[config.mk]
export PLATFORM = sky130hd
export DESIGN_NAME = burst_cmd_queue
export DESIGN_NICKNAME = d
export VERILOG_FILES = /design/src/hw/axi_burst_pkg.sv /design/src/hw/burst_cmd_queue.sv
export SDC_FILE = /design/constraint.sdc
export NUM_CORES = 1
export LEC_CHECK = 0
export BUFFER_PORTS_ARGS = -buffer_cell sky130_fd_sc_hd__buf_4
export CAP_MARGIN = 5
export CORE_AREA = 8 8 103 105
export CTS_CLUSTER_DIAMETER = 200
export DETAILED_ROUTE_END_ITERATION = 10
export DIE_AREA = 0 0 111 113
export PLACE_DENSITY = 0.84
export SETUP_SLACK_MARGIN = 0.1
export SYNTH_ARGS = -nofsm -noshare
export SYNTH_HDL_FRONTEND = slang
export SYNTH_SLANG_ARGS = --single-unit
[constraint.sdc]
create_clock -name clk -period 2.4 [get_ports clk]
set_input_delay 0.72 -clock clk [delete_from_list [all_inputs] [get_ports clk]]
set_output_delay 0.72 -clock clk [all_outputs]
set_load 0.03 [all_outputs]
[src/hw/axi_burst_pkg.sv]
/*
 * AXI burst subsystem definitions
 * Bus and memory sizes, opcode, burst and response codes,
 * the queued command word and the state types of both FSMs
 */
package axi_burst_pkg;

	localparam int ADDR_W     = 16;
	localparam int DATA_W     = 32;
	localparam int STRB_W     = DATA_W / 8;
	localparam int ID_W       = 4;
	localparam int LEN_W      = 8;
	localparam int MAX_BEATS  = 16;  // Largest burst in use
	localparam int MEM_WORDS  = 256; // Bytes 0 to 1023
	localparam int CMD_DEPTH  = 4;
	localparam int BEAT_BYTES = 4;   // Full bus width per beat

	typedef enum logic {OP_READ, OP_WRITE} cmd_op_t;
	typedef enum logic [1:0] {BURST_FIXED = 2'd0, BURST_INCR = 2'd1} burst_kind_t;
	typedef enum logic [1:0] {RESP_OKAY = 2'd0, RESP_SLVERR = 2'd2} resp_t;

	typedef struct packed {
		cmd_op_t           op;
		logic [ID_W-1:0]   id;
		logic [ADDR_W-1:0] addr;
		logic [LEN_W-1:0]  len;   // Beats minus one
		burst_kind_t       burst;
	} burst_cmd_t;

	typedef enum logic [1:0] {M_IDLE, M_ADDR, M_DATA, M_RESP} master_state_t;
	typedef enum logic [1:0] {S_IDLE, S_WRITE, S_WRESP, S_READ} mem_state_t;

endpackage

[src/hw/burst_cmd_queue.sv]
/*
 * Burst command queue
 * Circular FIFO of burst commands with valid/ready on both sides,
 * push and pop may happen in the same cycle
 */
`timescale 1ns/1ps

module burst_cmd_queue (
	input  logic                      clk,
	input  logic                      resetn,
	input  logic                      in_valid,
	output logic                      in_ready,
	input  axi_burst_pkg::burst_cmd_t in_cmd,
	output logic                      out_valid,
	input  logic                      out_ready,
	output axi_burst_pkg::burst_cmd_t out_cmd
);

	axi_burst_pkg::burst_cmd_t entries [axi_burst_pkg::CMD_DEPTH];

	logic [$clog2(axi_burst_pkg::CMD_DEPTH)-1:0]   wr_ptr;
	logic [$clog2(axi_burst_pkg::CMD_DEPTH)-1:0]   rd_ptr;
	logic [$clog2(axi_burst_pkg::CMD_DEPTH+1)-1:0] count;
	logic push;
	logic pop;

	assign in_ready  = (count != axi_burst_pkg::CMD_DEPTH);
	assign out_valid = (count != '0);
	assign out_cmd   = entries[rd_ptr];
	assign push      = in_valid && in_ready;
	assign pop       = out_valid && out_ready;

	always_ff @(posedge clk) begin
		if (push)
			entries[wr_ptr] <= in_cmd;
	end

	always_ff @(posedge clk or negedge resetn) begin
		if (!resetn) begin
			wr_ptr <= '0;
			rd_ptr <= '0;
			count  <= '0;
		end else begin
			if (push)
				wr_ptr <= wr_ptr + 1'b1; // Depth is a power of two, wraps by itself
			if (pop)
				rd_ptr <= rd_ptr + 1'b1;
			if (push && !pop)
				count <= count + 1'b1;
			else if (pop && !push)
				count <= count - 1'b1;
		end
	end

endmodule

Yosys cells after proc, flatten, opt, wreduce, memory -nomap -nowiden
Memory sizes are Yosys's and may differ from the RTL's.
Index checks and enable logic that the tools add are counted.
{ "word_totals": {"n_memories": 1, "wordCells": 21, "regBits": 7, "ram_bits": 124, "out_inout_bits": 33} }
{ "classes": {"eq_ne": 1, "reduce_logical": 8, "muxes": 4, "n_addsub": 4} }
{ "mem_list": {"columns": ["name", "words", "width", "read_ports", "rd_ports_with_merged_regs", "wr", "line_no", "rtl"], "rows": [
  ["entries", 4, 31, 1, 0, 1, "burst_cmd_queue.sv:19", "axi_burst_pkg::burst_cmd_t entries [axi_burst_pkg::CMD_DEPTH];"]
]} }
{ "op_table": {"columns": ["cell", "n"], "rows": [
  ["$mux W3", 2],
  ["$add A2 B1 Y2 const B", 2],
  ["$logic_and A1 B1 Y1", 4],
  ["$add A3 B1 Y3 const B", 1],
  ["$ne A3 B3 Y1 const B", 1],
  ["$reduce_bool A3 Y1", 1],
  ["$sub A3 B1 Y3 const B", 1],
  ["$logic_not A1 Y1", 2],
  ["$mux W1", 2],
  ["$reduce_bool A2 Y1", 1]
]} }

Longest topological paths before layout
{ "logic_depth": {"depth_word": 6, "depth_mapped": 8, "ltp_nobuf": 8} }

Worst setup path before layout
Ideal clock, no wire load.
{ "synth_timing": {"kind": "input port to flip-flop", "start": "in in_valid", "end": "mem entries[0][0] (netlist name) (enable)", "path_slack_ns": 0.218, "path_buffers": 0, "cell_stages": 2, "arrival_ns": 1.791, "path_cell_list": "a21boi_2 and2_1"} }
{ "synth_between": {"elab_chain_cells": 3} }
{ "synth_lines": {"columns": ["item", "line_no", "rtl"], "rows": [
  ["start: declaration", "burst_cmd_queue.sv:11", "input logic in_valid,"],
  ["$logic_and A1 B1 Y1", "burst_cmd_queue.sv:30", "assign push = in_valid && in_ready;"],
  ["$mux W1", "burst_cmd_queue.sv:34", "if (push)"],
  ["$mux W1 (not written as such)", "burst_cmd_queue.sv:35", "entries[wr_ptr] <= in_cmd;"],
  ["end: declaration", "burst_cmd_queue.sv:19", null]
]} }
No other way between the ends.

==> impl_metrics.tcl <==
set metrics [dict create \
    multi_input_area_sq_um 931 \
    cts_buffers 17 \
    clock_power_share_pct 28.4 \
    portBuffers 67 \
    hold_viol 0 \
    fillCellCount 524 \
    r2r-start "count[0]" \
    outcome "finished with violations" \
    cp-start-kind "flip-flop" \
    rows 35 \
    overflow 0 \
    met1_usage_pct 16.4 \
    syn_nets 238 \
    seqPwrFrac_pct 33.8 \
    combPwrFrac_pct 37.9 \
    skew_ps 5.54 \
    cpMaxStageDelayCell "mux4_2" \
    cts_tree "built" \
    drv_slew 0 \
    path_max_fanout 7 \
    ff2ff_path_depth 8 \
    tightest_slew_ps 334 \
    synth.area.top_cells "edfxtp_1, mux4_2, dfrtp_1, mux4_1, ha_1" \
    clk_latency_ps 500 \
    dp.cells 379 \
    worstPathRequired_ps 1680 \
    antenna_left 0 \
    powerDensity_nw_per_um2 1460 \
    grt_antenna_before_repair 0 \
    pin_count 68 \
    critPathArrivalTime_ps 1870 \
    path_clk_slew_ps 60 \
    period_share_pct 108 \
    synth_top_area_share_pct 75.6 \
    clockBufferDepth 2 \
    root_buffer "clkbuf_8" \
    dieArea_sq_um 12500 \
    dp_slack_ps 257 \
    gp_congestion 0.637 \
    seqCellArea_sq_um 3900 \
    clkSinkCount 131 \
    postLayoutCellArea_sq_um 6500 \
    fmax_ghz 0.387 \
    power.leakage_nw 2.33 \
    use_met3_pct 4.87 \
    min_period_ps 2590 \
    path_buf_inv 3 \
    power_switching_mw 2.90 \
    grt_util_met2_pct 25.4 \
    htreeDepth 4 \
    synth_area_sq_um 4930 \
    cpPeakStageDelay_ps 520 \
    grt_pass1_vias 2618 \
    utilization_pct 72.4 \
    synth_cell_types 19 \
    peakVddDrop_v 0.00132 \
    syn_to_final_growth_pct 32.0 \
    crit_top_cell "buf_6" \
    placed_area_sq_um 5620 \
    yosys_warnings 0 \
    cp_top_family "multiplexers" \
    fin_ws_ps -186 \
    initial_utilization_pct 54.9 \
    coreArea_sq_um 8980 \
    syn_inst 197 \
    switching_share_pct 30.6 \
    die_y_um 113 \
    drtIter0Drc 67 \
    p_int_mw 6.58 \
    die_width_um 111 \
    grt_pass1_wl_um 13900 \
    diodes 0 \
    synth_top_area_cell "edfxtp_1" \
    rsz0062_at_grt "true" \
    final-setup-viol-count 31 \
    grt_max_degree 30 \
    drc_errors 0 \
    vias_per_cell 5.42 \
    ys_seq_area_share_pct 79.1 \
    ys_ff_latch 131 \
    drtPass1Iterations 6 \
    worstPathCellList "buf_6, buf_16, mux4_2, buf_6" \
    total_power_mw 9.48 \
    crit_type "flip-flop to output pin" \
    worst_hold_path_type "input port to async pin" \
    grt_usage_pct 14.9 \
    worstReg2RegEnd "count[2]" \
    violations "setup timing" \
    busiest_layer "met2" \
    dp_hpwl_um 5300 \
    drt_wl_total_um 8830 \
    syn_area_per_cell_sq_um 25.0 \
    max-cap-violations 0 \
    vias 2278 \
    finalNonFillerCells 420 \
    relSlewSlack_pct 77.8 \
    detail_route.wl_per_cell_um 21.0 \
    nNetsFinal 337 \
    crit_path_end_kind "output pin" \
    reg2reg_slack_ps 250 \
    layout-drive-gt1-share_pct 51.8 \
]
[worst max-delay path by stage]
| stage | from | to | slack, ps | depth (start not counted) |
|---|---|---|---|---|
| CTS | rd_ptr[0] | out_cmd[18] | -220 | 4 |
| floorplan | in_valid | entries[0][0] | 220 | 2 |
| global route | rd_ptr[0] | out_cmd[18] | -260 | 4 |
| detailed placement | in_valid | count[2] | 260 | 8 |
| global placement | rd_ptr[0] | out_cmd[27] | 290 | 3 |
| finish | rd_ptr[0] | out_cmd[18] | -190 | 4 |
[cell usage after synthesis]
master,n
xor2_1,2
mux4_1,3
and2_1,4
buf_12,3
ha_1,5
nand3_1,1
inv_1,3
nand2_1,2
a21boi_2,1
dfrtp_1,7
or3_1,1
buf_6,1
nor2_1,2
xnor2_1,4
mux2_2,2
fa_1,1
edfxtp_1,124
mux4_2,28
buf_2,3
[registers in the layout (all words and copies together) (netlist names)]
signal	cells
entries	124
wr_ptr	2
count	3
rd_ptr	2
[power by group through the flow]
stage	clock network [mW]	logic [mW]	registers, mW
finish	2.69	3.59	3.20
global route	2.83	3.80	3.24
CTS	2.73	3.63	3.21
floorplan	0	2.10	3.19
detailed placement	0	3.02	3.24
global placement	0	2.99	3.21
[metal layers]
metal,up-vias,share of wire (%)
met5,-,0
met4,0,0.97
met3,6,3.9
met2,50,55
met1,1192,40
li1,1030,-
[cell families after synthesis]
family          count (synthesis)  share of synthesized area [%]
simple gates                   10                           1.04
xor+xnor                        6                           1.07
flops                         131                           79.1
buf+inv                        10                           1.98
fa+ha+maj                       6                           1.68
mux                            33                           14.9
compound gates                  1                          0.229
[metrics by stage]
stage | setup TNS [ps] | hold slack [ps]
6_report | -5090 | 23.5
3_3_place_gp | 0 | 506
5_1_grt | -7500 | 0.705
2_1_floorplan | 0 | 424
4_1_cts | -6230 | 1.36
3_5_place_dp | 0 | 525
[cell usage in the layout (no fill, tap or decap)]
cell type	n
xor2_1	2
buf_12	4
buf_8	1
clkinv_2	3
buf_16	3
inv_6	2
ha_1	5
xnor2_1	4
dfrtp_2	3
and2_2	4
mux2_2	2
buf_4	47
fa_1	1
or3_4	1
clkbuf_1	2
clkbuf_16	16
clkbuf_8	1
clkinv_4	1
buf_6	32
a21boi_2	1
nand2_1	1
clkinvlp_4	2
nand2_2	1
mux4_2	31
nand3_1	1
inv_1	3
edfxtp_1	124
nor2_1	2
dfrtp_1	4
bufinv_16	5
[layout make-up]
type / instances / area share, %
sequential: 131 / 60.0
tap: 111 / 2.14
timing repair buffer: 87 / 13.7
clock buffer: 19 / 6.48
clock inverter: 13 / 3.17
multi-input combinational: 56 / 14.3
inverter: 3 / 0.173
[repair_timing]
action,in CTS,in global routing
hold buffers,0,0
pin swaps,0,0
setup buffers,5,1
cloned,3,0
gates resized for setup,39,4
setup endpoints to repair,31,33
Note: power is estimated with default switching activity, not from simulation.
