$ cat src/hw/axi_burst_pkg.sv
/*
 * AXI burst subsystem definitions
 * Bus and memory sizes, opcode, burst and response codes,
 * the queued command word and the state types of both FSMs
 */
package axi_burst_pkg;

	localparam int ADDR_W     = 16;
	localparam int DATA_W     = 32;
	localparam int STRB_W     = DATA_W / 8;
	localparam int ID_W       = 4;
	localparam int LEN_W      = 8;
	localparam int MAX_BEATS  = 16;  // Largest burst in use
	localparam int MEM_WORDS  = 256; // Bytes 0 to 1023
	localparam int CMD_DEPTH  = 4;
	localparam int BEAT_BYTES = 4;   // Full bus width per beat

	typedef enum logic {OP_READ, OP_WRITE} cmd_op_t;
	typedef enum logic [1:0] {BURST_FIXED = 2'd0, BURST_INCR = 2'd1} burst_kind_t;
	typedef enum logic [1:0] {RESP_OKAY = 2'd0, RESP_SLVERR = 2'd2} resp_t;

	typedef struct packed {
		cmd_op_t           op;
		logic [ID_W-1:0]   id;
		logic [ADDR_W-1:0] addr;
		logic [LEN_W-1:0]  len;   // Beats minus one
		burst_kind_t       burst;
	} burst_cmd_t;

	typedef enum logic [1:0] {M_IDLE, M_ADDR, M_DATA, M_RESP} master_state_t;
	typedef enum logic [1:0] {S_IDLE, S_WRITE, S_WRESP, S_READ} mem_state_t;

endpackage

$ cat src/hw/read_return_buffer.sv
/*
 * Read return buffer
 * Two-entry skid buffer between the master's beat port and the
 * read stream; in_ready comes from a register only
 */
`timescale 1ns/1ps

module read_return_buffer (
	input  logic                             clk,
	input  logic                             resetn,
	input  logic                             in_valid,
	output logic                             in_ready,
	input  logic [axi_burst_pkg::DATA_W-1:0] in_data,
	input  logic [axi_burst_pkg::ID_W-1:0]   in_id,
	input  axi_burst_pkg::resp_t             in_resp,
	input  logic                             in_last,
	output logic                             out_valid,
	input  logic                             out_ready,
	output logic [axi_burst_pkg::DATA_W-1:0] out_data,
	output logic [axi_burst_pkg::ID_W-1:0]   out_id,
	output axi_burst_pkg::resp_t             out_resp,
	output logic                             out_last
);

	logic                             skid_valid;
	logic [axi_burst_pkg::DATA_W-1:0] skid_data;
	logic [axi_burst_pkg::ID_W-1:0]   skid_id;
	axi_burst_pkg::resp_t             skid_resp;
	logic                             skid_last;
	logic in_fire;
	logic main_free;

	assign in_ready  = !skid_valid; // Skid holds a beat only when the main entry is full
	assign in_fire   = in_valid && in_ready;
	assign main_free = !out_valid || out_ready;

	always_ff @(posedge clk) begin
		if (main_free && skid_valid) begin
			out_data <= skid_data;
			out_id   <= skid_id;
			out_resp <= skid_resp;
			out_last <= skid_last;
		end else if (main_free && in_fire) begin
			out_data <= in_data;
			out_id   <= in_id;
			out_resp <= in_resp;
			out_last <= in_last;
		end
		if (!main_free && in_fire) begin
			skid_data <= in_data;
			skid_id   <= in_id;
			skid_resp <= in_resp;
			skid_last <= in_last;
		end
	end

	always_ff @(posedge clk or negedge resetn) begin
		if (!resetn) begin
			out_valid  <= 1'b0;
			skid_valid <= 1'b0;
		end else if (main_free) begin
			out_valid  <= skid_valid || in_fire;
			skid_valid <= 1'b0;
		end else if (in_fire) begin
			skid_valid <= 1'b1; // Output stalled, park the beat
		end
	end

endmodule

$ cat config.mk
export PLATFORM = sky130hd
export DESIGN_NAME = read_return_buffer
export DESIGN_NICKNAME = d
export VERILOG_FILES = /design/src/hw/axi_burst_pkg.sv /design/src/hw/read_return_buffer.sv
export SDC_FILE = /design/constraint.sdc
export NUM_CORES = 1
export LEC_CHECK = 0
export BUFFER_PORTS_ARGS = -buffer_cell sky130_fd_sc_hd__buf_2
export CORE_ASPECT_RATIO = 0.7
export CORE_MARGIN = 2
export CORE_UTILIZATION = 45
export DETAILED_ROUTE_END_ITERATION = 12
export PLACE_DENSITY = 0.73
export SYNTH_ARGS = -nofsm -noshare
export SYNTH_HDL_FRONTEND = slang
export SYNTH_SLANG_ARGS = --single-unit
$ cat constraint.sdc
create_clock -name clk -period 3.85 [get_ports clk]
set_clock_uncertainty 0.05 [all_clocks]
set_input_delay 0.5775 -clock clk [delete_from_list [all_inputs] [get_ports clk]]
set_output_delay 0.5775 -clock clk [all_outputs]
set_load 0.05 [all_outputs]
* Word level (Yosys, flattened, before mapping)
Cells that the tools add are included.
** Word-level totals
- Bits in registers :: 80
- Latch bits :: 0
- RAM bits :: 0
- ROM bits :: 0
- Bits of input ports :: 43
- Output and inout bits :: 41
- Memories :: 0
** Cells by class
- Add/sub/neg operators :: 0
- Multipliers :: 0
- Divide/modulo/power cells :: 0
- $lt $le $gt $ge :: 0
- Equality and inequality tests :: 0
- Shift-type cells :: 0
- Muxes and demuxes :: 10
- Bitwise logic cells :: 0
- Reductions and logical operators :: 11
** Operator list (count)
- $mux W32 :: 2
- $mux W4 :: 2
- $logic_and A1 B1 Y1 :: 4
- $mux W1 :: 4
- $mux W2 :: 2
- $reduce_bool A2 Y1 :: 2
- $logic_not A1 Y1 :: 3
- $logic_or A1 B1 Y1 :: 2

* Longest topological paths before layout
- Depth after elaboration :: 5
- Gate-level depth with buffers :: 5
- Depth with buffers taken out :: 3

* Worst setup path before layout
Ideal clock, no wire load.
- Path type :: register to register
- From :: register out_valid
- To :: register skid_data[0] (netlist bit), enable pin
- Setup time :: 0.492 ns
- Data arrival time :: 3.680 ns
- Data required time :: 3.308 ns
- Setup slack :: -0.372 ns
- Stages on the path, launching flop included :: 3
- Period minus slack after synthesis :: 4.222 ns
- Cell sequence :: dfrtp_1 > nand2b_4 > nor3b_1
** Between the ends
- Longest elaborated chain between the ends :: 4
** Ends and longest elaborated chain
- start, declared :: RTL line read_return_buffer.sv:17 : output logic out_valid,
- start signal, assigned :: RTL line read_return_buffer.sv:62 : out_valid <= skid_valid || in_fire;
- $logic_not A1 Y1 :: RTL line read_return_buffer.sv:35 : assign main_free = !out_valid || out_ready;
- $logic_or A1 B1 Y1 :: RTL line read_return_buffer.sv:35
- $logic_not A1 Y1 :: RTL line read_return_buffer.sv:49 : if (!main_free && in_fire) begin
- $logic_and A1 B1 Y1 :: RTL line read_return_buffer.sv:49
- end signal, assigned :: RTL line read_return_buffer.sv:50 : skid_data <= in_data;
- end, declared :: RTL line read_return_buffer.sv:26 : logic [axi_burst_pkg::DATA_W-1:0] skid_data;
Every way passes these cells.
A chain may end at the register's enable or synchronous reset.

* Final worst setup path
- From :: input out_ready
- To :: register out_last (data pin)
** Between the ends
- Longest elaborated chain between the ends :: 3
** Ends and longest elaborated chain
- start, declared :: RTL line read_return_buffer.sv:18 : input logic out_ready,
- $logic_or A1 B1 Y1 :: RTL line read_return_buffer.sv:35
- $logic_and A1 B1 Y1 :: RTL line read_return_buffer.sv:38 : if (main_free && skid_valid) begin
- $mux W1 :: RTL line read_return_buffer.sv:38
- end signal, assigned :: RTL line read_return_buffer.sv:42 : out_last <= skid_last;
- end signal, assigned :: RTL line read_return_buffer.sv:47 : out_last <= in_last;
- end, declared :: RTL line read_return_buffer.sv:22 : output logic out_last
Every way passes these cells.

==> results.md <==
- Outcome: finished clean
- Synthesized flop and latch total: 80
- Root Buffer: clkbuf_8
- Synth Area in Compound Gates: 0.254%
- Initial drt markers: 40
- Row cnt: 24
- Final WL: 4900 um
- CP top delay family: simple AND/OR/NAND/NOR gates
- Least-Margin Pin Slew: 1.02 ns
- Die X: 101 um
- Area after DPL: 3460 um2
- Largest family of logic cells by synthesized area: multiplexers
- Post_cts resized: 0
- Gate power share: 14.2%
- Final ANT Viol Nets: 0
- Buf/Inv on CP: 1
- Synth top area cells: edfxtp_1 79%, mux2_2 11%, mux2_4 5.1%, dfrtp_1 1.7%, buf_6 0.76%
- Syn nets: 174
- CTS tree: yes
- Endpoints failing hold: 0
- Final net count: 266
- Clk slew on worst S/H paths: 0.08 ns
- Layout area overhead: 24.8%
- Worst path cell trace: buf_2 > nand2b_4 > nand2_2 > mux2_2
- Die height: 71.8 um
- F_max: 504 MHz
- Multiplexer area fraction after synthesis: 16.2%
- Power Dens Cells: 531 nW/um2
- Pint: 1.47 mW
- Residual DRC: 0
- Post-DP HPWL: 3280 um
- Vias per Instance: 4.90
- Finish-stage setup viols: 0
- Wire length per cell: 16.1 um
- Global-route usage over all layers: 14.3%
- Vias: 1,494
- Post-synth top area share: 79.4%
- Mean post-synth cell area: 22.5 um2
- CP max-delay cell: nand2_2
- Clk_lat worst skew: 0.33 ns
- Drt pass-1 iters: 4
- CTS Hold Buffers Added: 1
- Synth Area in Simple Gates: 1.31%
- Cells after Synth: 131
- Yosys cell types: 13
- WP data arrival: 2.01 ns
- Fin crit share: 51.6%
- Total Neg Setup Slack: 0 ns
- Num CTS Buffers: 9
- Sw Share: 25.0%
- Slew Limit Fails: 0
- Placed instance count: 289
- Critical path endpoint category: flop
- RSZ-0062 raised after global routing: false
- Post-Synth XOR/XNOR Area: 0%
- Syn. warnings: 0
- Post-synthesis adder-cell area fraction: 0%
- Core Area: 6280 um2
- Fraction of layout instances using a drive strength above 1: 62.6%
- Crit start category: input port
- Required time of the critical path: 3.88 ns
- CP peak stage delay: 0.73 ns
- Die Area: 7230 um2
- Critical path class: input port to flop
- Worst slew margin: 32.1%
- Post-synth top area cell: edfxtp_1
- Final min period: 1.99 ns
- Clock share of power: 32.6%
- Clk buf depth: 2
- Cell Area, Synth: 2950 um2
- Most frequent cells in the layout: 83 x buf_2, 78 x edfxtp_1, 29 x mux2_2, 10 x mux2_4, 9 x clkbuf_8
- Vias in the first global route: 1,511
- Largest net degree at the start of global routing: 40
- Hold Path Class: input port to flop
- Final non-filler cell total: 305
- Antenna diode count: 0
- Commonest non-fill, non-tap cell in the layout: buf_2
- Initial core utilization: 47.0%
- RePlAce Congestion: 0.668
- Global-route wire length before repair: 7460 um
- Setup Buffers After CTS: 0
- Number of I/O pins: 84
- Max VDD drop: 307 uV
- Initial antenna violation count: 0
- Seq pwr share: 53.2%
- Post-route cell area: 3680 um2
- Max_cap viols: 0
- Port bufs: 83
- Grt ovf: 0
- Sequential fraction of the synthesis area: 81.1%
- Maximum fanout along the worst path: 39
- Pleak: 1.44 nW
- Htree depth: 3
- CTS Sinks: 80
- Switch Pwr: 0.490 mW
## power by group through the flow
stage	sequential [mW]	clock (mW)	combinational, mW
floorplan	1.18	0	0.0793
global placement	1.06	0	0.275
detailed placement	1.06	0	0.281
finish	1.04	0.638	0.278
CTS	1.04	0.657	0.282
global route	1.05	0.696	0.295
## path summary, 6_finish.rpt
kind	start	to	slack (ns)	cells past startpoint
setup / recovery	out_ready	out_last	1.86	4
hold / removal	in_data[20]	skid_data[20]	0.38	1
setup reg to reg	out_valid	out_last	1.86	3
hold reg to reg	skid_data[4]	out_data[4]	0.50	1
max in group asynchronous	resetn	skid_valid	3.16	2
min in group asynchronous	resetn	out_valid	0.50	2
## cell families (layout without fill, tap and decap cells)
family | count (synthesis) | count (layout)
AOI/OAI and AO/OA | 1 | 1
buffers and inverters | 5 | 101
DFF | 80 | 80
muxes | 39 | 39
and+or+nand+nor | 6 | 6
## metrics by stage
stage / setup WS [ns] / util [%] / hold slack (ns) / power, mW
4_1_cts: 1.83 / 58.7 / 0.363 / 1.98
6_report: 1.86 / 58.7 / 0.382 / 1.96
5_1_grt: 1.73 / 58.7 / 0.352 / 2.04
2_1_floorplan: 1.02 / - / 0.232 / 1.26
3_5_place_dp: 1.48 / 55.2 / 0.317 / 1.34
3_3_place_gp: 1.52 / 55.2 / 0.314 / 1.34
## cells in the mapped netlist
cell / number
edfxtp_1: 78
mux2_2: 29
mux2_4: 10
buf_2: 2
buf_6: 2
dfrtp_1: 2
nor2_1: 2
inv_1: 1
nand2_1: 1
nand2_2: 1
nand2b_4: 1
nor3b_1: 1
o21a_1: 1
## area by class of cell
type	count	area [um2]
multi-input combinational	46	536
inverter	1	3.75
clock buffer	9	124
fill	479	2590
timing repair buffer	85	445
clock inverter	6	85.1
sequential	80	2390
tap	78	97.6
## metal layers
metal  routed length, um  GRT usage, %
met1                2160          17.6
met2                2330          22.1
met3                 390          7.22
met4                  21          4.57
met5                   0             0
## sequential cells by signal (all words and copies together) (netlist names)
signal / cells
out_id: 4
skid_data: 32
skid_id: 4
out_valid: 1
skid_resp: 2
skid_last: 1
out_data: 32
skid_valid: 1
out_resp: 2
out_last: 1
No activity file was read; power rests on OpenSTA's default activity.
