--- src/hw/axi_burst_pkg.sv ---
/*
 * AXI burst subsystem definitions
 * Bus and memory sizes, opcode, burst and response codes,
 * the queued command word and the state types of both FSMs
 */
package axi_burst_pkg;

	localparam int ADDR_W     = 16;
	localparam int DATA_W     = 32;
	localparam int STRB_W     = DATA_W / 8;
	localparam int ID_W       = 4;
	localparam int LEN_W      = 8;
	localparam int MAX_BEATS  = 16;  // Largest burst in use
	localparam int MEM_WORDS  = 256; // Bytes 0 to 1023
	localparam int CMD_DEPTH  = 4;
	localparam int BEAT_BYTES = 4;   // Full bus width per beat

	typedef enum logic {OP_READ, OP_WRITE} cmd_op_t;
	typedef enum logic [1:0] {BURST_FIXED = 2'd0, BURST_INCR = 2'd1} burst_kind_t;
	typedef enum logic [1:0] {RESP_OKAY = 2'd0, RESP_SLVERR = 2'd2} resp_t;

	typedef struct packed {
		cmd_op_t           op;
		logic [ID_W-1:0]   id;
		logic [ADDR_W-1:0] addr;
		logic [LEN_W-1:0]  len;   // Beats minus one
		burst_kind_t       burst;
	} burst_cmd_t;

	typedef enum logic [1:0] {M_IDLE, M_ADDR, M_DATA, M_RESP} master_state_t;
	typedef enum logic [1:0] {S_IDLE, S_WRITE, S_WRESP, S_READ} mem_state_t;

endpackage

--- src/hw/axi_bus_if.sv ---
/*
 * AXI4 bus
 * All five channels between the burst master and the memory slave
 */
`timescale 1ns/1ps

interface axi_bus_if (input logic clk);

	// Write address
	logic [axi_burst_pkg::ID_W-1:0]   awid;
	logic [axi_burst_pkg::ADDR_W-1:0] awaddr;
	logic [axi_burst_pkg::LEN_W-1:0]  awlen;
	logic [2:0]                       awsize;
	axi_burst_pkg::burst_kind_t       awburst;
	logic                             awvalid;
	logic                             awready;
	// Write data
	logic [axi_burst_pkg::DATA_W-1:0] wdata;
	logic [axi_burst_pkg::STRB_W-1:0] wstrb;
	logic                             wlast;
	logic                             wvalid;
	logic                             wready;
	// Write response
	logic [axi_burst_pkg::ID_W-1:0]   bid;
	axi_burst_pkg::resp_t             bresp;
	logic                             bvalid;
	logic                             bready;
	// Read address
	logic [axi_burst_pkg::ID_W-1:0]   arid;
	logic [axi_burst_pkg::ADDR_W-1:0] araddr;
	logic [axi_burst_pkg::LEN_W-1:0]  arlen;
	logic [2:0]                       arsize;
	axi_burst_pkg::burst_kind_t       arburst;
	logic                             arvalid;
	logic                             arready;
	// Read data
	logic [axi_burst_pkg::ID_W-1:0]   rid;
	logic [axi_burst_pkg::DATA_W-1:0] rdata;
	axi_burst_pkg::resp_t             rresp;
	logic                             rlast;
	logic                             rvalid;
	logic                             rready;

	modport master (
		input  clk, awready, wready, bid, bresp, bvalid, arready, rid, rdata, rresp, rlast, rvalid,
		output awid, awaddr, awlen, awsize, awburst, awvalid, wdata, wstrb, wlast, wvalid,
		output bready, arid, araddr, arlen, arsize, arburst, arvalid, rready
	);

	modport slave (
		input  clk, awid, awaddr, awlen, awsize, awburst, awvalid, wdata, wstrb, wlast, wvalid,
		input  bready, arid, araddr, arlen, arsize, arburst, arvalid, rready,
		output awready, wready, bid, bresp, bvalid, arready, rid, rdata, rresp, rlast, rvalid
	);

endinterface

--- src/hw/axi_burst_master.sv ---
/*
 * AXI4 burst master
 * Takes one queued command at a time and runs its address, data
 * and response phases; write beats stream in from the wr port,
 * read beats leave through the beat port
 */
`timescale 1ns/1ps

module axi_burst_master (
	input  logic                             clk,
	input  logic                             resetn,
	input  logic                             cmd_valid,
	output logic                             cmd_ready,
	input  axi_burst_pkg::burst_cmd_t        cmd,
	input  logic [axi_burst_pkg::DATA_W-1:0] wr_data,
	input  logic [axi_burst_pkg::STRB_W-1:0] wr_strb,
	input  logic                             wr_valid,
	output logic                             wr_ready,
	axi_bus_if.master                        axi,
	output logic                             beat_valid,
	input  logic                             beat_ready,
	output logic [axi_burst_pkg::DATA_W-1:0] beat_data,
	output logic [axi_burst_pkg::ID_W-1:0]   beat_id,
	output axi_burst_pkg::resp_t             beat_resp,
	output logic                             beat_last,
	output logic                             done_valid,
	output logic [axi_burst_pkg::ID_W-1:0]   done_id,
	output axi_burst_pkg::resp_t             done_resp
);

	axi_burst_pkg::master_state_t state;
	axi_burst_pkg::master_state_t state_next;
	axi_burst_pkg::burst_cmd_t    cur_q;   // Command being served
	logic [axi_burst_pkg::LEN_W-1:0] beat_cnt;
	logic is_wr;
	logic in_data;
	logic w_fire;
	logic r_fire;

	assign is_wr   = (cur_q.op == axi_burst_pkg::OP_WRITE);
	assign in_data = (state == axi_burst_pkg::M_DATA);
	assign w_fire  = axi.wvalid && axi.wready;
	assign r_fire  = axi.rvalid && axi.rready;

	assign cmd_ready = (state == axi_burst_pkg::M_IDLE);

	// Address phase, same fields on AW and AR
	assign axi.awid    = cur_q.id;
	assign axi.awaddr  = cur_q.addr;
	assign axi.awlen   = cur_q.len;
	assign axi.awsize  = 3'($clog2(axi_burst_pkg::BEAT_BYTES));
	assign axi.awburst = cur_q.burst;
	assign axi.awvalid = (state == axi_burst_pkg::M_ADDR) && is_wr;
	assign axi.arid    = cur_q.id;
	assign axi.araddr  = cur_q.addr;
	assign axi.arlen   = cur_q.len;
	assign axi.arsize  = 3'($clog2(axi_burst_pkg::BEAT_BYTES));
	assign axi.arburst = cur_q.burst;
	assign axi.arvalid = (state == axi_burst_pkg::M_ADDR) && !is_wr;

	// Write beats pass straight through
	assign axi.wdata  = wr_data;
	assign axi.wstrb  = wr_strb;
	assign axi.wvalid = in_data && is_wr && wr_valid;
	assign axi.wlast  = in_data && (beat_cnt == cur_q.len);
	assign wr_ready   = in_data && is_wr && axi.wready;

	assign axi.bready = (state == axi_burst_pkg::M_RESP);
	assign done_valid = axi.bvalid && axi.bready; // One cycle, on the B transfer
	assign done_id    = axi.bid;
	assign done_resp  = axi.bresp;

	// Read beats forwarded with the buffer's back-pressure
	assign axi.rready = in_data && !is_wr && beat_ready;
	assign beat_valid = in_data && !is_wr && axi.rvalid;
	assign beat_data  = axi.rdata;
	assign beat_id    = axi.rid;
	assign beat_resp  = axi.rresp;
	assign beat_last  = axi.rlast;

	always_comb begin
		state_next = state;
		case (state)
			axi_burst_pkg::M_IDLE:
				if (cmd_valid)
					state_next = axi_burst_pkg::M_ADDR;
			axi_burst_pkg::M_ADDR:
				if ((axi.awvalid && axi.awready) || (axi.arvalid && axi.arready))
					state_next = axi_burst_pkg::M_DATA;
			axi_burst_pkg::M_DATA:
				if (is_wr && w_fire && axi.wlast)
					state_next = axi_burst_pkg::M_RESP;
				else if (!is_wr && r_fire && axi.rlast)
					state_next = axi_burst_pkg::M_IDLE;
			axi_burst_pkg::M_RESP:
				if (axi.bvalid)
					state_next = axi_burst_pkg::M_IDLE;
			default: state_next = axi_burst_pkg::M_IDLE;
		endcase
	end

	always_ff @(posedge clk) begin
		if (cmd_valid && cmd_ready)
			cur_q <= cmd;
	end

	always_ff @(posedge clk or negedge resetn) begin
		if (!resetn) begin
			state    <= axi_burst_pkg::M_IDLE;
			beat_cnt <= '0;
		end else begin
			state <= state_next;
			if (state == axi_burst_pkg::M_ADDR)
				beat_cnt <= '0;
			else if (in_data && w_fire)
				beat_cnt <= beat_cnt + 1'b1; // Counts only accepted write beats
		end
	end

endmodule

--- src/flat_wrapper.sv ---
// flat-port wrapper written by rule: the top's interface ports become plain ports
module axi_burst_master_flat 
  (clk, resetn, cmd_valid, cmd_ready, cmd, wr_data, wr_strb, wr_valid, wr_ready, beat_valid, beat_ready, beat_data, beat_id, beat_resp, beat_last, done_valid, done_id, done_resp, axi_awready, axi_wready, axi_bid, axi_bresp, axi_bvalid, axi_arready, axi_rid, axi_rdata, axi_rresp, axi_rlast, axi_rvalid, axi_awid, axi_awaddr, axi_awlen, axi_awsize, axi_awburst, axi_awvalid, axi_wdata, axi_wstrb, axi_wlast, axi_wvalid, axi_bready, axi_arid, axi_araddr, axi_arlen, axi_arsize, axi_arburst, axi_arvalid, axi_rready);
  axi_bus_if axi_i (.clk(clk));
  input  logic clk;
  input  logic resetn;
  input  logic cmd_valid;
  output logic cmd_ready;
  input  axi_burst_pkg::burst_cmd_t cmd;
  input  logic [axi_burst_pkg::DATA_W-1:0] wr_data;
  input  logic [axi_burst_pkg::STRB_W-1:0] wr_strb;
  input  logic wr_valid;
  output logic wr_ready;
  output logic beat_valid;
  input  logic beat_ready;
  output logic [axi_burst_pkg::DATA_W-1:0] beat_data;
  output logic [axi_burst_pkg::ID_W-1:0] beat_id;
  output axi_burst_pkg::resp_t beat_resp;
  output logic beat_last;
  output logic done_valid;
  output logic [axi_burst_pkg::ID_W-1:0] done_id;
  output axi_burst_pkg::resp_t done_resp;
  input wire logic [$bits(axi_i.awready)-1:0] axi_awready;
  input wire logic [$bits(axi_i.wready)-1:0] axi_wready;
  input wire logic [$bits(axi_i.bid)-1:0] axi_bid;
  input wire logic [$bits(axi_i.bresp)-1:0] axi_bresp;
  input wire logic [$bits(axi_i.bvalid)-1:0] axi_bvalid;
  input wire logic [$bits(axi_i.arready)-1:0] axi_arready;
  input wire logic [$bits(axi_i.rid)-1:0] axi_rid;
  input wire logic [$bits(axi_i.rdata)-1:0] axi_rdata;
  input wire logic [$bits(axi_i.rresp)-1:0] axi_rresp;
  input wire logic [$bits(axi_i.rlast)-1:0] axi_rlast;
  input wire logic [$bits(axi_i.rvalid)-1:0] axi_rvalid;
  output wire logic [$bits(axi_i.awid)-1:0] axi_awid;
  output wire logic [$bits(axi_i.awaddr)-1:0] axi_awaddr;
  output wire logic [$bits(axi_i.awlen)-1:0] axi_awlen;
  output wire logic [$bits(axi_i.awsize)-1:0] axi_awsize;
  output wire logic [$bits(axi_i.awburst)-1:0] axi_awburst;
  output wire logic [$bits(axi_i.awvalid)-1:0] axi_awvalid;
  output wire logic [$bits(axi_i.wdata)-1:0] axi_wdata;
  output wire logic [$bits(axi_i.wstrb)-1:0] axi_wstrb;
  output wire logic [$bits(axi_i.wlast)-1:0] axi_wlast;
  output wire logic [$bits(axi_i.wvalid)-1:0] axi_wvalid;
  output wire logic [$bits(axi_i.bready)-1:0] axi_bready;
  output wire logic [$bits(axi_i.arid)-1:0] axi_arid;
  output wire logic [$bits(axi_i.araddr)-1:0] axi_araddr;
  output wire logic [$bits(axi_i.arlen)-1:0] axi_arlen;
  output wire logic [$bits(axi_i.arsize)-1:0] axi_arsize;
  output wire logic [$bits(axi_i.arburst)-1:0] axi_arburst;
  output wire logic [$bits(axi_i.arvalid)-1:0] axi_arvalid;
  output wire logic [$bits(axi_i.rready)-1:0] axi_rready;
  assign axi_i.awready = axi_awready;
  assign axi_i.wready = axi_wready;
  assign axi_i.bid = axi_bid;
  assign axi_i.bresp = axi_bresp;
  assign axi_i.bvalid = axi_bvalid;
  assign axi_i.arready = axi_arready;
  assign axi_i.rid = axi_rid;
  assign axi_i.rdata = axi_rdata;
  assign axi_i.rresp = axi_rresp;
  assign axi_i.rlast = axi_rlast;
  assign axi_i.rvalid = axi_rvalid;
  assign axi_awid = axi_i.awid;
  assign axi_awaddr = axi_i.awaddr;
  assign axi_awlen = axi_i.awlen;
  assign axi_awsize = axi_i.awsize;
  assign axi_awburst = axi_i.awburst;
  assign axi_awvalid = axi_i.awvalid;
  assign axi_wdata = axi_i.wdata;
  assign axi_wstrb = axi_i.wstrb;
  assign axi_wlast = axi_i.wlast;
  assign axi_wvalid = axi_i.wvalid;
  assign axi_bready = axi_i.bready;
  assign axi_arid = axi_i.arid;
  assign axi_araddr = axi_i.araddr;
  assign axi_arlen = axi_i.arlen;
  assign axi_arsize = axi_i.arsize;
  assign axi_arburst = axi_i.arburst;
  assign axi_arvalid = axi_i.arvalid;
  assign axi_rready = axi_i.rready;
  axi_burst_master u_core (.clk(clk), .resetn(resetn), .cmd_valid(cmd_valid), .cmd_ready(cmd_ready), .cmd(cmd), .wr_data(wr_data), .wr_strb(wr_strb), .wr_valid(wr_valid), .wr_ready(wr_ready), .axi(axi_i), .beat_valid(beat_valid), .beat_ready(beat_ready), .beat_data(beat_data), .beat_id(beat_id), .beat_resp(beat_resp), .beat_last(beat_last), .done_valid(done_valid), .done_id(done_id), .done_resp(done_resp));
endmodule
--- config.mk ---
export PLATFORM = sky130hd
export DESIGN_NAME = axi_burst_master_flat
export DESIGN_NICKNAME = d
export VERILOG_FILES = /design/src/hw/axi_burst_pkg.sv /design/src/hw/axi_bus_if.sv /design/src/hw/axi_burst_master.sv /design/src/flat_wrapper.sv
export SDC_FILE = /design/constraint.sdc
export NUM_CORES = 1
export LEC_CHECK = 0
export BUFFER_PORTS_ARGS = -buffer_cell sky130_fd_sc_hd__buf_2
export CAP_MARGIN = 20
export CORE_AREA = 2 2 108 110
export CTS_CLUSTER_SIZE = 20
export DETAILED_ROUTE_END_ITERATION = 7
export DIE_AREA = 0 0 110 112
export GPL_ROUTABILITY_DRIVEN = 0
export PLACE_DENSITY_LB_ADDON = 0.08
export SLEW_MARGIN = 5
export SYNTH_ARGS = -nofsm -noshare
export SYNTH_HDL_FRONTEND = slang
export SYNTH_SLANG_ARGS = --single-unit
--- constraint.sdc ---
create_clock -name clk -period 3.4 [get_ports clk]
set_clock_uncertainty 0.1 [all_clocks]
set_input_delay 0.34 -clock clk [delete_from_list [all_inputs] [get_ports clk]]
set_output_delay 0.34 -clock clk [all_outputs]
set_load 0.01 [all_outputs]
== Word level (Yosys, flattened, before mapping) ==
Index checks and enable logic that the tools add are counted.

* Register bits after elaboration: 41
* Latch bits: 0
* Memory bits (writable): 0
* Memories kept: 0
* Bits of input ports: 122
* Logic and storage cells: 49
* Memory bits (read-only): 0

* Magnitude comparators: 0
* $mul: 0
* Shifts and indexed selects: 0
* Add/sub/neg operators: 1
* Bitwise operators: 0
* Equality and inequality tests: 8
* Reductions and logical operators: 25
* Multiplexer cells: 8
* Div/mod/pow operators: 0

{| class="wikitable"
|+ Operators with widths
! kind !! number
|-
| 1-bit logical AND || 20
|-
| 8-bit 2-to-1 mux || 2
|-
| 2-bit 2-to-1 mux || 5
|-
| 8-bit by 1-bit adder with 8-bit output, second input constant || 1
|-
| 8-bit equality test || 1
|-
| 2-bit one-hot mux with 4 select lines || 1
|-
| 2-bit equality test, second input constant || 2
|-
| 2-bit inequality test, second input constant || 2
|-
| 4-bit AND reduction || 1
|-
| 3-bit inequality test, second input constant || 1
|-
| 2-bit by 1-bit equality test with 1-bit output, second input constant || 1
|-
| 2-bit zero test || 1
|-
| 2-bit by 1-bit inequality test with 1-bit output, second input constant || 1
|-
| 2-bit nonzero test || 1
|-
| 1-bit zero test || 1
|-
| 1-bit logical OR || 1
|}

== Logic depth before layout (Yosys ltp) ==
Gate-level depths: netlist (run 1).

* Depth after elaboration: 9
* Gate-level depth with buffers: 6

== Worst setup path before layout (run 1) ==
OpenSTA, ideal clock, no wires.

* Path kind: register to register
* Start: register u_core.state[1]
* End: register u_core.cur_q, in the netlist u_core.axi.araddr[0], enable pin
* Clock period less this slack: 2.012 ns
* Data arrival time: 1.521 ns
* Setup slack: 1.388 ns
* Stages on the path, launching flop included: 4
* Setup time: 0.391 ns
* Cell sequence: dfrtp_1 buf_4 nor2_1 and2_1

* Cells in the longest elaborated chain, start to end: 2

{| class="wikitable"
|+ Ends and longest elaborated chain
! what !! line !! text
|-
| start: declaration || axi_burst_master.sv:31 || <nowiki>axi_burst_pkg::master_state_t state;</nowiki>
|-
| start signal: assignment || axi_burst_master.sv:109 || <nowiki>state <= axi_burst_pkg::M_IDLE;</nowiki>
|-
| start signal: assignment || axi_burst_master.sv:112 || <nowiki>state <= state_next;</nowiki>
|-
| 2-bit zero test || axi_burst_master.sv:45 || <nowiki>assign cmd_ready = (state == axi_burst_pkg::M_IDLE);</nowiki>
|-
| net cmd_ready || flat_wrapper.sv:8 || <nowiki>output logic cmd_ready;</nowiki>
|-
| 1-bit logical AND || axi_burst_master.sv:103 || <nowiki>if (cmd_valid && cmd_ready)</nowiki>
|-
| end signal: assignment || axi_burst_master.sv:104 || <nowiki>cur_q <= cmd;</nowiki>
|-
| end: declaration || axi_burst_master.sv:33 || <nowiki>axi_burst_pkg::burst_cmd_t cur_q;</nowiki>
|}

The timed path passes the listed nets, and every way through them passes these cells.
A chain may end at the register's enable or synchronous reset.

== Worst setup path in the final report (run 1) ==
* Start: register u_core.state[0]
* End: output port axi_awvalid

* Cells in the longest elaborated chain, start to end: 2

{| class="wikitable"
|+ Ends and longest elaborated chain
! what !! line !! text
|-
| 2-bit by 1-bit equality test with 1-bit output || axi_burst_master.sv:53 || <nowiki>assign axi.awvalid = (state == axi_burst_pkg::M_ADDR) && is_wr;</nowiki>
|-
| 1-bit logical AND || axi_burst_master.sv:53 ||
|-
| end: declaration || flat_wrapper.sv:39 || <nowiki>output wire logic [$bits(axi_i.awvalid)-1:0] axi_awvalid;</nowiki>
|}

No other way between the ends.

==> results of run 1 <==
[worst max-delay path, stage by stage, from the launching register on]
cell,delay (ns)
sky130_fd_sc_hd__dfrtp_1,0.45
sky130_fd_sc_hd__inv_1,0.10
sky130_fd_sc_hd__nor2_1,0.51
sky130_fd_sc_hd__and2_1,0.21
sky130_fd_sc_hd__buf_2,0.12
[cells in the mapped netlist, types with 3 or more instances]
cell type,n
sky130_fd_sc_hd__xor2_1,6
sky130_fd_sc_hd__nand2_1,8
sky130_fd_sc_hd__nand3_1,5
sky130_fd_sc_hd__dfrtp_1,10
sky130_fd_sc_hd__edfxtp_1,31
sky130_fd_sc_hd__and2_1,4
sky130_fd_sc_hd__and3_1,3
sky130_fd_sc_hd__xnor2_1,7
sky130_fd_sc_hd__buf_4,118
sky130_fd_sc_hd__nor2_1,11
[state kept, by name, indices dropped and copies added, names as in the netlist]
name	cells
u_core.axi.arid	4
u_core.is_wr	1
u_core.beat_cnt	8
u_core.axi.araddr	16
u_core.axi.arlen	8
u_core.axi.arburst	2
u_core.state	2
[cells in the final DEF (no fill, tap or decap), types with 2 or more instances in the layout]
cell type,instances
sky130_fd_sc_hd__xnor2_1,7
sky130_fd_sc_hd__and2_1,4
sky130_fd_sc_hd__o21ai_0,2
sky130_fd_sc_hd__clkbuf_16,5
sky130_fd_sc_hd__o21ai_1,2
sky130_fd_sc_hd__and3_1,3
sky130_fd_sc_hd__nand2_1,8
sky130_fd_sc_hd__nand3_1,5
sky130_fd_sc_hd__nand2b_1,2
sky130_fd_sc_hd__xor2_1,6
sky130_fd_sc_hd__nor2_1,11
sky130_fd_sc_hd__nand4_1,2
sky130_fd_sc_hd__buf_2,112
sky130_fd_sc_hd__dfrtp_1,10
sky130_fd_sc_hd__or4_1,2
sky130_fd_sc_hd__conb_1,6
sky130_fd_sc_hd__edfxtp_1,31
[metal layers]
layer  part of all wire  vias up
met5                  0        -
met4              0.024        0
met3               0.13       16
met2               0.47      132
met1               0.38      631
li1                   -      647
[kinds of logic (layout without fill, tap and decap cells)]
| kind of cell | count (synthesis) | in the layout |
|---|---|---|
| compound gates | 8 | 8 |
| xor+xnor | 13 | 13 |
| fa+ha+maj | 1 | 1 |
| buf+inv | 120 | 122 |
| flops | 41 | 41 |
| mux | 1 | 1 |
| other cells | 2 | 6 |
| simple gates | 44 | 44 |
[worst min path at each step]
stage / from / end / slack, ns
after floorplan: resetn / u_core.beat_cnt[0] / -0.06
after detailed placement: resetn / u_core.beat_cnt[0] / 0.13
after global placement: resetn / u_core.beat_cnt[0] / 0.13
after global routing: cmd[20] / u_core.axi.araddr[10] / 0.12
final: cmd[23] / u_core.axi.araddr[13] / 0.13
after CTS: cmd[28] / u_core.axi.arid[2] / 0.12
[where the power goes]
part           switching (mW)  internal [mW]  total [mW]
Combinational           0.259          0.160       0.419
Sequential             0.0671          0.644       0.711
Clock                   0.190          0.341       0.531
Total                   0.516           1.15        1.66
[metrics by stage]
stage	total power, mW	setup slack (ns)	util	area (um^2)	hold WS [ns]
3_5_place_dp	1.15	1.55	0.213	2380	0.129
2_1_floorplan	1.11	1.39	-	2530	-0.0556
4_1_cts	1.71	1.25	0.229	2550	0.119
6_report	1.66	1.29	0.229	2550	0.130
3_3_place_gp	1.16	1.57	0.213	2380	0.133
5_1_grt	1.76	1.12	0.229	2550	0.116
[cell type report]
| cell class | instances | area share |
|---|---|---|
| repair buffers | 114 | 0.226 |
| well taps | 143 | 0.0701 |
| multi-input cells | 73 | 0.177 |
| clock buffers | 5 | 0.0490 |
| clock inverters | 2 | 0.0137 |
| inverters | 1 | 0.00147 |
| flip-flops and latches | 41 | 0.463 |
==> reports/qor_table.md, run 1 <==
| Quantity | Reported | Unit |
|:---|:---|:---|
| Endpoint arrival time on the critical path | 1.67 | ns |
| Post-DR wirelength/cell | 15.9 | um |
| Number of setup violations in the final report | 0 | - |
| Avg Cell Area, Syn | 11.0 | um^2 |
| DR vias/cell | 3.76 | - |
| Total clock sinks | 41 | - |
| Endpoint of the lowest-slack register-to-register path | u_core.beat_cnt[6] | - |
| PwrDens | 651 | nW/um^2 |
| Hold Path Cell Cnt | 1 | - |
| Placement Rows | 39 | - |
| Number of nets still failing antenna checks after routing | 0 | - |
| Fin. max-slew vios | 0 | - |
| Class of the tightest hold or removal check | in -> reg | - |
| Yosys warns | 0 | - |
| Fraction of layout instances using a drive strength above 1 | 0.517 | - |
| Count of TritonRoute iterations in the first routing pass | 4 | - |
| Hold Fails Final Rpt | 0 | - |
| Number of library cell types mapped by synthesis | 31 | - |
| TritonCTS clock tree | yes | - |
| Number of global-route vias before repair | 1418 | - |
| Area growth syn-to-layout | 1.39 | % |
| Reg2reg start | u_core.state[0] | - |
| Sum of negative setup slack | 0 | ns |
| Asr flop ratio synth | 0.244 | - |
| Antenna violations before repair | 0 | - |
| Maximum buffer depth of the clock tree | 2 | - |
| M3 GR Usage | 0.0474 | - |
| I/O pin count | 279 | - |
| Critical path startpoint | u_core.state[0] | - |
| End point of the critical path | axi_awvalid | - |
| Critical setup path kind | reg -> out | - |
| Area of the multi-input gates | 452 | um^2 |
| Net count, final | 359 | - |
| Count of routing violations after the opening detailed-route iteration | 35 | - |
| Area share of the leading cell type in the synthesized netlist | 0.370 | - |
| Worst Setup Start Kind | flip-flop | - |
| Worst Path Required | 2.96 | ns |
| Cell type with the highest aggregate area in the netlist | sky130_fd_sc_hd__edfxtp_1 | - |
| DR DRC count | 0 | - |
| Fraction of the mapped netlist area in adder cells | 0.00497 | - |
| Global-route congestion overflow total | 0 | - |
| Minimum setup slack among reg-to-reg paths | 1.60 | ns |
| Max transition margin | 0.566 | - |
| Ys flop type | sky130_fd_sc_hd__edfxtp_1 | - |
| Root buffer cell | sky130_fd_sc_hd__clkbuf_16 | - |
| Worst VDD drop | 206 | uV |
| Max-cap viol count | 0 | - |
| Number of enable flip-flop cells after synthesis | 31 | - |
| Met1 demand-to-capacity share in global routing | 0.108 | - |
| Setup Fix Bufs, Post-CTS | 0 | - |
| Number of input and output port buffers inserted | 112 | - |
| Die Y-Extent | 112 | um |
| Core footprint | 11200 | um^2 |
| Flop and latch count out of synthesis | 41 | - |
| Cell count after placement | 371 | - |
| Wire length of the first global-routing pass | 8350 | um |
| Global routing's busiest layer | met2 | - |
| Transition time at the pin with the least slew margin | 0.649 | ns |
| Fraction of synthesized cell area in xor and xnor cells | 0.0452 | - |
| CTS clock-pin slew for the worst setup and hold paths | 0.06 | ns |
| Die Footprint | 12300 | um^2 |
| Initial Utilization | 0.225 | - |
| Final non-filler cell total | 379 | - |
| Die outline width | 110 | um |
| Result of the run | completed | - |
| Netlist area before placement | 2520 | um^2 |
| Endpoint type of the worst setup path | output port | - |
| Most area-consuming cells after synthesis | sky130_fd_sc_hd__edfxtp_1, sky130_fd_sc_hd__buf_4, sky130_fd_sc_hd__dfrtp_1 | - |
| Met2 layer usage reported by global route | 0.146 | - |
| Min Clock Period, post-route | 2.11 | ns |
| Maximum level of the CTS H-tree | 2 | - |
| Multiplexer fraction of the synthesized cell area | 0.00397 | - |
| Sequential standard cell area | 1180 | um^2 |
| Cts bufs inserted | 5 | - |
| Maximum fanout encountered on the critical timing path | 9 | - |
| Total half-perimeter wirelength after legalization and detailed placement | 4770 | um |
| Pin count of the biggest net entering global routing | 32 | - |
| Worst skew pair latency | 0.28 | ns |
| Total via count in the routed design | 1426 | - |
| Leak Pwr | 1.14 | nW |
| Register-to-Register Path Depth | 4 | - |
| Fin crit share | 0.620 | - |
| RSZ-0062 raised after global routing | false | - |
| Largest family of logic cells by synthesized area | buffers and inverters | - |
| Simple logic cell fraction of the synthesized area | 0.0964 | - |
| Seq/Total Area, Yosys | 0.469 | - |
| Layout fillers | 1202 | - |
| Number of buffers added to fix hold violations after cts | 1 | - |
| Synth Instances | 230 | - |
| Post-synthesis compound-gate area fraction | 0.0199 | - |
| WL final | 6030 | um |
| Antenna diode count | 0 | - |
| Count of instances resized after the clock tree is built | 0 | - |
| Global-route usage over all layers | 0.0946 | - |
| Highest achievable clock rate | 0.474 | GHz |
Power figures use the tool's default switching activity.
==> run 2: changes to the inputs <==
==> constraint.sdc (replaced) <==
create_clock -name clk -period 1.8 [get_ports clk]
set_clock_uncertainty 0.1 [all_clocks]
set_input_delay 0.18 -clock clk [delete_from_list [all_inputs] [get_ports clk]]
set_output_delay 0.18 -clock clk [all_outputs]
set_load 0.01 [all_outputs]
==> reports/qor_table.md, run 2 (synthesis gave the netlist of run 1 again) <==
| Quantity | Reported | Unit |
|:---|:---|:---|
| Area growth syn-to-layout | 18.8 | % |
| Number of nets still failing antenna checks after routing | 0 | - |
| Worst Setup Start Kind | flip-flop | - |
| PwrDens | 1110 | nW/um^2 |
| Reg2reg start | u_core.state[0] | - |
| Die outline width | 110 | um |
| Die Y-Extent | 112 | um |
| Global-route congestion overflow total | 0 | - |
| DR DRC count | 0 | - |
| Register-to-Register Path Depth | 4 | - |
| Die Footprint | 12300 | um^2 |
| Cts bufs inserted | 5 | - |
| Fin. max-slew vios | 0 | - |
| Flip-flop count of the largest register after layout | 16 | - |
| Antenna violations before repair | 0 | - |
| DR vias/cell | 3.86 | - |
| Commonest cells after routing, fill and taps aside | sky130_fd_sc_hd__buf_2, sky130_fd_sc_hd__dlygate4sd3_1, sky130_fd_sc_hd__edfxtp_1 | - |
| Kind of cell adding the most delay to the critical path | flip-flops | - |
| Result of the run | completed | - |
| Count of routing violations after the opening detailed-route iteration | 37 | - |
| Highest achievable clock rate | 0.585 | GHz |
| Core footprint | 11200 | um^2 |
| Post-DR wirelength/cell | 16.0 | um |
| Most frequent standard cell in the layout excluding fill and tap cells | sky130_fd_sc_hd__buf_2 | - |
| Initial Utilization | 0.225 | - |
| Endpoint arrival time on the critical path | 1.43 | ns |
| Root buffer cell | sky130_fd_sc_hd__clkbuf_16 | - |
| PnR Total Power | 3.33 | mW |
| Maximum level of the CTS H-tree | 2 | - |
| Worst VDD drop | 360 | uV |
| End point of the critical path | axi_wlast | - |
| Number of global-route vias before repair | 1674 | - |
| Wire length of the first global-routing pass | 9530 | um |
| Leak Pwr | 1.33 | nW |
| Hold Fails Final Rpt | 0 | - |
| Worst Path Required | 1.52 | ns |
| Global-route usage over all layers | 0.106 | - |
| Pin count of the biggest net entering global routing | 32 | - |
| Maximum buffer depth of the clock tree | 2 | - |
| Cell-by-cell listing of the critical path | xnor2_2 > nand3_2 > nor4_2 > buf_2 | - |
| Total half-perimeter wirelength after legalization and detailed placement | 5240 | um |
| CTS clock-pin slew for the worst setup and hold paths | 0.06 | ns |
| WL final | 6750 | um |
| Cell at the slowest stage of the critical path | sky130_fd_sc_hd__dfrtp_2 | - |
| Logic depth of the worst setup path including buffers | 4 | - |
| Count of TritonRoute iterations in the first routing pass | 4 | - |
| Fin crit share | 0.950 | - |
| Cell count after placement | 377 | - |
| Max-cap viol count | 0 | - |
| Minimum setup slack among reg-to-reg paths | 0.16 | ns |
| Fraction of layout instances using a drive strength above 1 | 0.502 | - |
| Worst skew pair latency | 0.28 | ns |
| Crit path buffers/inverters | 1 | - |
| Maximum fanout encountered on the critical timing path | 5 | - |
| RSZ-0062 raised after global routing | true | - |
| Net count, final | 401 | - |
| Total clock sinks | 41 | - |
| Critical setup path kind | reg -> out | - |
| Endpoint type of the worst setup path | output port | - |
| Number of input and output port buffers inserted | 112 | - |
| I/O pin count | 279 | - |
| Total via count in the routed design | 1629 | - |
| Peak per-stage delay on the critical path | 0.45 | ns |
| Smallest hold slack | 0.104 | ns |
| Antenna diode count | 0 | - |
| Endpoint of the lowest-slack register-to-register path | u_core.beat_cnt[6] | - |
| Final non-filler cell total | 422 | - |
| Number of setup violations in the final report | 0 | - |
| Class of the tightest hold or removal check | in -> reg | - |
| Placement Rows | 39 | - |
| Critical path startpoint | u_core.beat_cnt[2] | - |
| TritonCTS clock tree | yes | - |
| Min Clock Period, post-route | 1.71 | ns |
run 2: metrics by stage:
| step | setup TNS (ns) | instance area [um^2] | utilization | setup slack (ns) |
|---|---|---|---|---|
| final | 0 | 2990 | 0.268 | 0.0897 |
| after global routing | -0.0114 | 2990 | 0.268 | -0.0114 |
| after CTS | -0.0393 | 2950 | 0.264 | -0.0393 |
| after detailed placement | 0 | 2440 | 0.219 | 0.145 |
| after global placement | 0 | 2440 | 0.219 | 0.174 |
| after floorplan | 0 | 2530 | - | 0.105 |
run 2: worst min-delay path: cells and delay by family:
family,cells,cell delay (ns)
simple gates,1,0.05
compound gates,1,0.12
buf+inv,1,0.08
run 2: layout make-up:
type	count	area, um^2
fillers	1184	8180
well taps	143	179
inverters	1	3.75
clock inverters	2	33.8
multi-input cells	73	482
repair buffers	156	983
clock buffers	6	129
flip-flops and latches	41	1180
run 2: worst min-delay path by stage:
stage	startpoint	to	slack [ns]	cells past startpoint
6_report	cmd_valid	u_core.state[0]	0.10	3
5_1_grt	cmd_valid	u_core.state[0]	0.13	3
4_1_cts	cmd_valid	u_core.state[0]	0.11	3
3_5_place_dp	resetn	u_core.beat_cnt[0]	-0.04	1
3_3_place_gp	resetn	u_core.beat_cnt[0]	-0.03	1
2_1_floorplan	resetn	u_core.beat_cnt[0]	-0.22	0
run 2: power by group:
part	internal, mW	switching, mW
Sequential	1.21	0.0844
Combinational	0.443	0.573
Clock	0.651	0.369
Total	2.31	1.03
run 2: timing repair:
action	CTS	global route
resized for setup	2	5
hold endpoints to repair	41	0
buffers inserted	2	3
hold buffers	32	0
pin swaps	1	5
gates cloned	0	0
setup endpoints to repair	1	1
run 2: routing by layer:
layer  global-route usage  routed length [um]  vias to the layer above
li1                     -                   -                      732
met1                0.113                2300                      730
met2                0.177                3310                      141
met3               0.0509                 913                       26
met4               0.0414                 224                        0
met5                    0                   0                        -
==> run 3: changes to the inputs <==
--- a/config.mk
+++ b/config.mk
@@ -12,7 +12,7 @@
 export DETAILED_ROUTE_END_ITERATION = 7
 export DIE_AREA = 0 0 110 112
 export GPL_ROUTABILITY_DRIVEN = 0
-export PLACE_DENSITY_LB_ADDON = 0.08
+export PLACE_DENSITY = 0.66
 export SLEW_MARGIN = 5
 export SYNTH_ARGS = -nofsm -noshare
 export SYNTH_HDL_FRONTEND = slang
==> reports/qor_table.md, run 3 (synthesis gave the netlist of run 1 again) <==
| Quantity | Reported | Unit |
|:---|:---|:---|
| Worst VDD drop | 696 | uV |
| Worst Path Required | 1.52 | ns |
| Most frequent standard cell in the layout excluding fill and tap cells | sky130_fd_sc_hd__buf_2 | - |
| I/O pin count | 279 | - |
| Initial Utilization | 0.225 | - |
| Post-DP Area | 2430 | um^2 |
| Global-route congestion overflow total | 0 | - |
| Critical setup path kind | reg -> out | - |
| Post-DR wirelength/cell | 19.3 | um |
| Net count, final | 400 | - |
| Register-to-Register Path Depth | 5 | - |
| Part of the total power dissipated in the clock network | 0.307 | - |
| Met1 demand-to-capacity share in global routing | 0.0864 | - |
| Post-place setup slack | 0.193 | ns |
| Count of routing violations after the opening detailed-route iteration | 54 | - |
| Worst skew pair latency | 0.29 | ns |
| Number of global-route vias before repair | 1711 | - |
| Highest achievable clock rate | 0.563 | GHz |
| Met2 layer usage reported by global route | 0.238 | - |
| Design internal power | 2.31 | mW |
| Fin. max-slew vios | 0 | - |
| Die outline width | 110 | um |
| PnR Total Power | 3.35 | mW |
| Antenna violations before repair | 0 | - |
| Number of input and output port buffers inserted | 112 | - |
| Commonest cells after routing, fill and taps aside | sky130_fd_sc_hd__buf_2, sky130_fd_sc_hd__dlygate4sd3_1, sky130_fd_sc_hd__edfxtp_1 | - |
| PwrDens | 1130 | nW/um^2 |
| Fin crit share | 0.987 | - |
| Class of the tightest hold or removal check | in -> reg | - |
| Endpoint arrival time on the critical path | 1.50 | ns |
| Die Footprint | 12300 | um^2 |
| RSZ-0062 raised after global routing | true | - |
| Number of nets still failing antenna checks after routing | 0 | - |
| Proportion of power drawn by flip-flops and latches | 0.390 | - |
| Cell count after placement | 376 | - |
| Count of TritonRoute iterations in the first routing pass | 4 | - |
| Proportion of total power due to net switching | 0.310 | - |
| Leak Pwr | 1.32 | nW |
| Flip-flop count of the largest register after layout | 16 | - |
| CTS clock-pin slew for the worst setup and hold paths | 0.06 | ns |
| DR vias/cell | 3.95 | - |
| Total half-perimeter wirelength after legalization and detailed placement | 6630 | um |
| Cts bufs inserted | 5 | - |
| Critical hold path startpoint | cmd_valid | - |
| Antenna diode count | 0 | - |
| Sequential standard cell area | 1180 | um^2 |
| Final non-filler cell area | 2980 | um^2 |
| Min Clock Period, post-route | 1.78 | ns |
| Maximum level of the CTS H-tree | 2 | - |
| Area of the multi-input gates | 469 | um^2 |
| Worst Setup Start Kind | flip-flop | - |
| Hold Fails Final Rpt | 0 | - |
| Minimum setup slack among reg-to-reg paths | 0.16 | ns |
| Root buffer cell | sky130_fd_sc_hd__clkbuf_16 | - |
| Result of the run | completed | - |
| Switching Power | 1.04 | mW |
| Final core area utilization | 0.267 | - |
| Critical path startpoint | u_core.beat_cnt[4] | - |
| Fraction of layout instances using a drive strength above 1 | 0.493 | - |
| DR DRC count | 0 | - |
| Final non-filler cell total | 421 | - |
| Fin worst setup slack | 0.0234 | ns |
| Total clock sinks | 41 | - |
| Maximum buffer depth of the clock tree | 2 | - |
| M3 GR Usage | 0.0884 | - |
| Endpoint of the lowest-slack register-to-register path | u_core.state[0] | - |
| Area growth syn-to-layout | 18.3 | % |
| Number of setup violations in the final report | 0 | - |
| Global-route usage over all layers | 0.124 | - |
| Layout fillers | 1106 | - |
| Total via count in the routed design | 1663 | - |
| Global routing's busiest layer | met2 | - |
| TritonCTS clock tree | yes | - |
| WL final | 8130 | um |
| End point of the critical path | axi_wlast | - |
| Pin count of the biggest net entering global routing | 32 | - |
| Max-cap viol count | 0 | - |
| Core footprint | 11200 | um^2 |
| Reg2reg start | u_core.state[0] | - |
| Maximum fanout encountered on the critical timing path | 3 | - |
| Endpoint type of the worst setup path | output port | - |
| Die Y-Extent | 112 | um |
| Placement Rows | 39 | - |
| Power share of the combinational group | 0.303 | - |
| Wire length of the first global-routing pass | 10900 | um |
## run 3: worst max-delay path: stages, from the launching register on
cell and delay, ns:
sky130_fd_sc_hd__dfrtp_1 0.41, sky130_fd_sc_hd__xnor2_1 0.20, sky130_fd_sc_hd__nand3_1 0.14, sky130_fd_sc_hd__nor4_2 0.28
sky130_fd_sc_hd__buf_2 0.17
## run 3: metal layers
| layer | share of wire | vias up |
|---|---|---|
| met1 | 0.23 | 724 |
| met2 | 0.55 | 187 |
| met4 | 0.025 | 0 |
| met3 | 0.20 | 17 |
| met5 | 0 | - |
| li1 | - | 735 |
## run 3: how the worst min path moves through the flow
stage,to,slack (ns),cells past startpoint
2_1_floorplan,u_core.beat_cnt[0],-0.22,0
4_1_cts,u_core.state[0],0.08,3
5_1_grt,u_core.state[0],0.12,3
6_report,u_core.state[0],0.12,3
3_3_place_gp,u_core.state[1],-0.05,1
3_5_place_dp,u_core.state[1],-0.04,1
## run 3: through the flow
step,hold slack [ns],TNS [ns]
detailed placement,-0.0419,0
floorplan,-0.216,0
CTS,0.0805,-0.0268
global route,0.120,-0.0593
global placement,-0.0451,0
finish,0.121,0
## run 3: area by class of cell
| class | instances | share of cell area |
|---|---|---|
| Timing Repair Buffer | 155 | 0.327 |
| Sequential cell | 41 | 0.396 |
| Tap cell | 143 | 0.0600 |
| Clock buffer | 5 | 0.0420 |
| Multi-Input combinational cell | 73 | 0.157 |
| Inverter | 1 | 0.00126 |
| Clock inverter | 3 | 0.0155 |
## run 3: timing repair
action	in CTS	in global routing
resized for setup	1	2
hold buffers	32	0
pin swaps	3	1
setup endpoints to repair	1	2
hold endpoints to repair	41	0
buffers inserted	2	3
## run 3: power by group through the flow
| stage | clock, mW | sequential [mW] | combinational, mW |
|---|---|---|---|
| final | 1.03 | 1.31 | 1.02 |
| after global routing | 1.11 | 1.33 | 1.10 |
| after CTS | 1.06 | 1.31 | 0.986 |
| after detailed placement | 0 | 1.32 | 0.916 |
| after global placement | 0 | 1.32 | 0.913 |
| after floorplan | 0 | 1.38 | 0.711 |
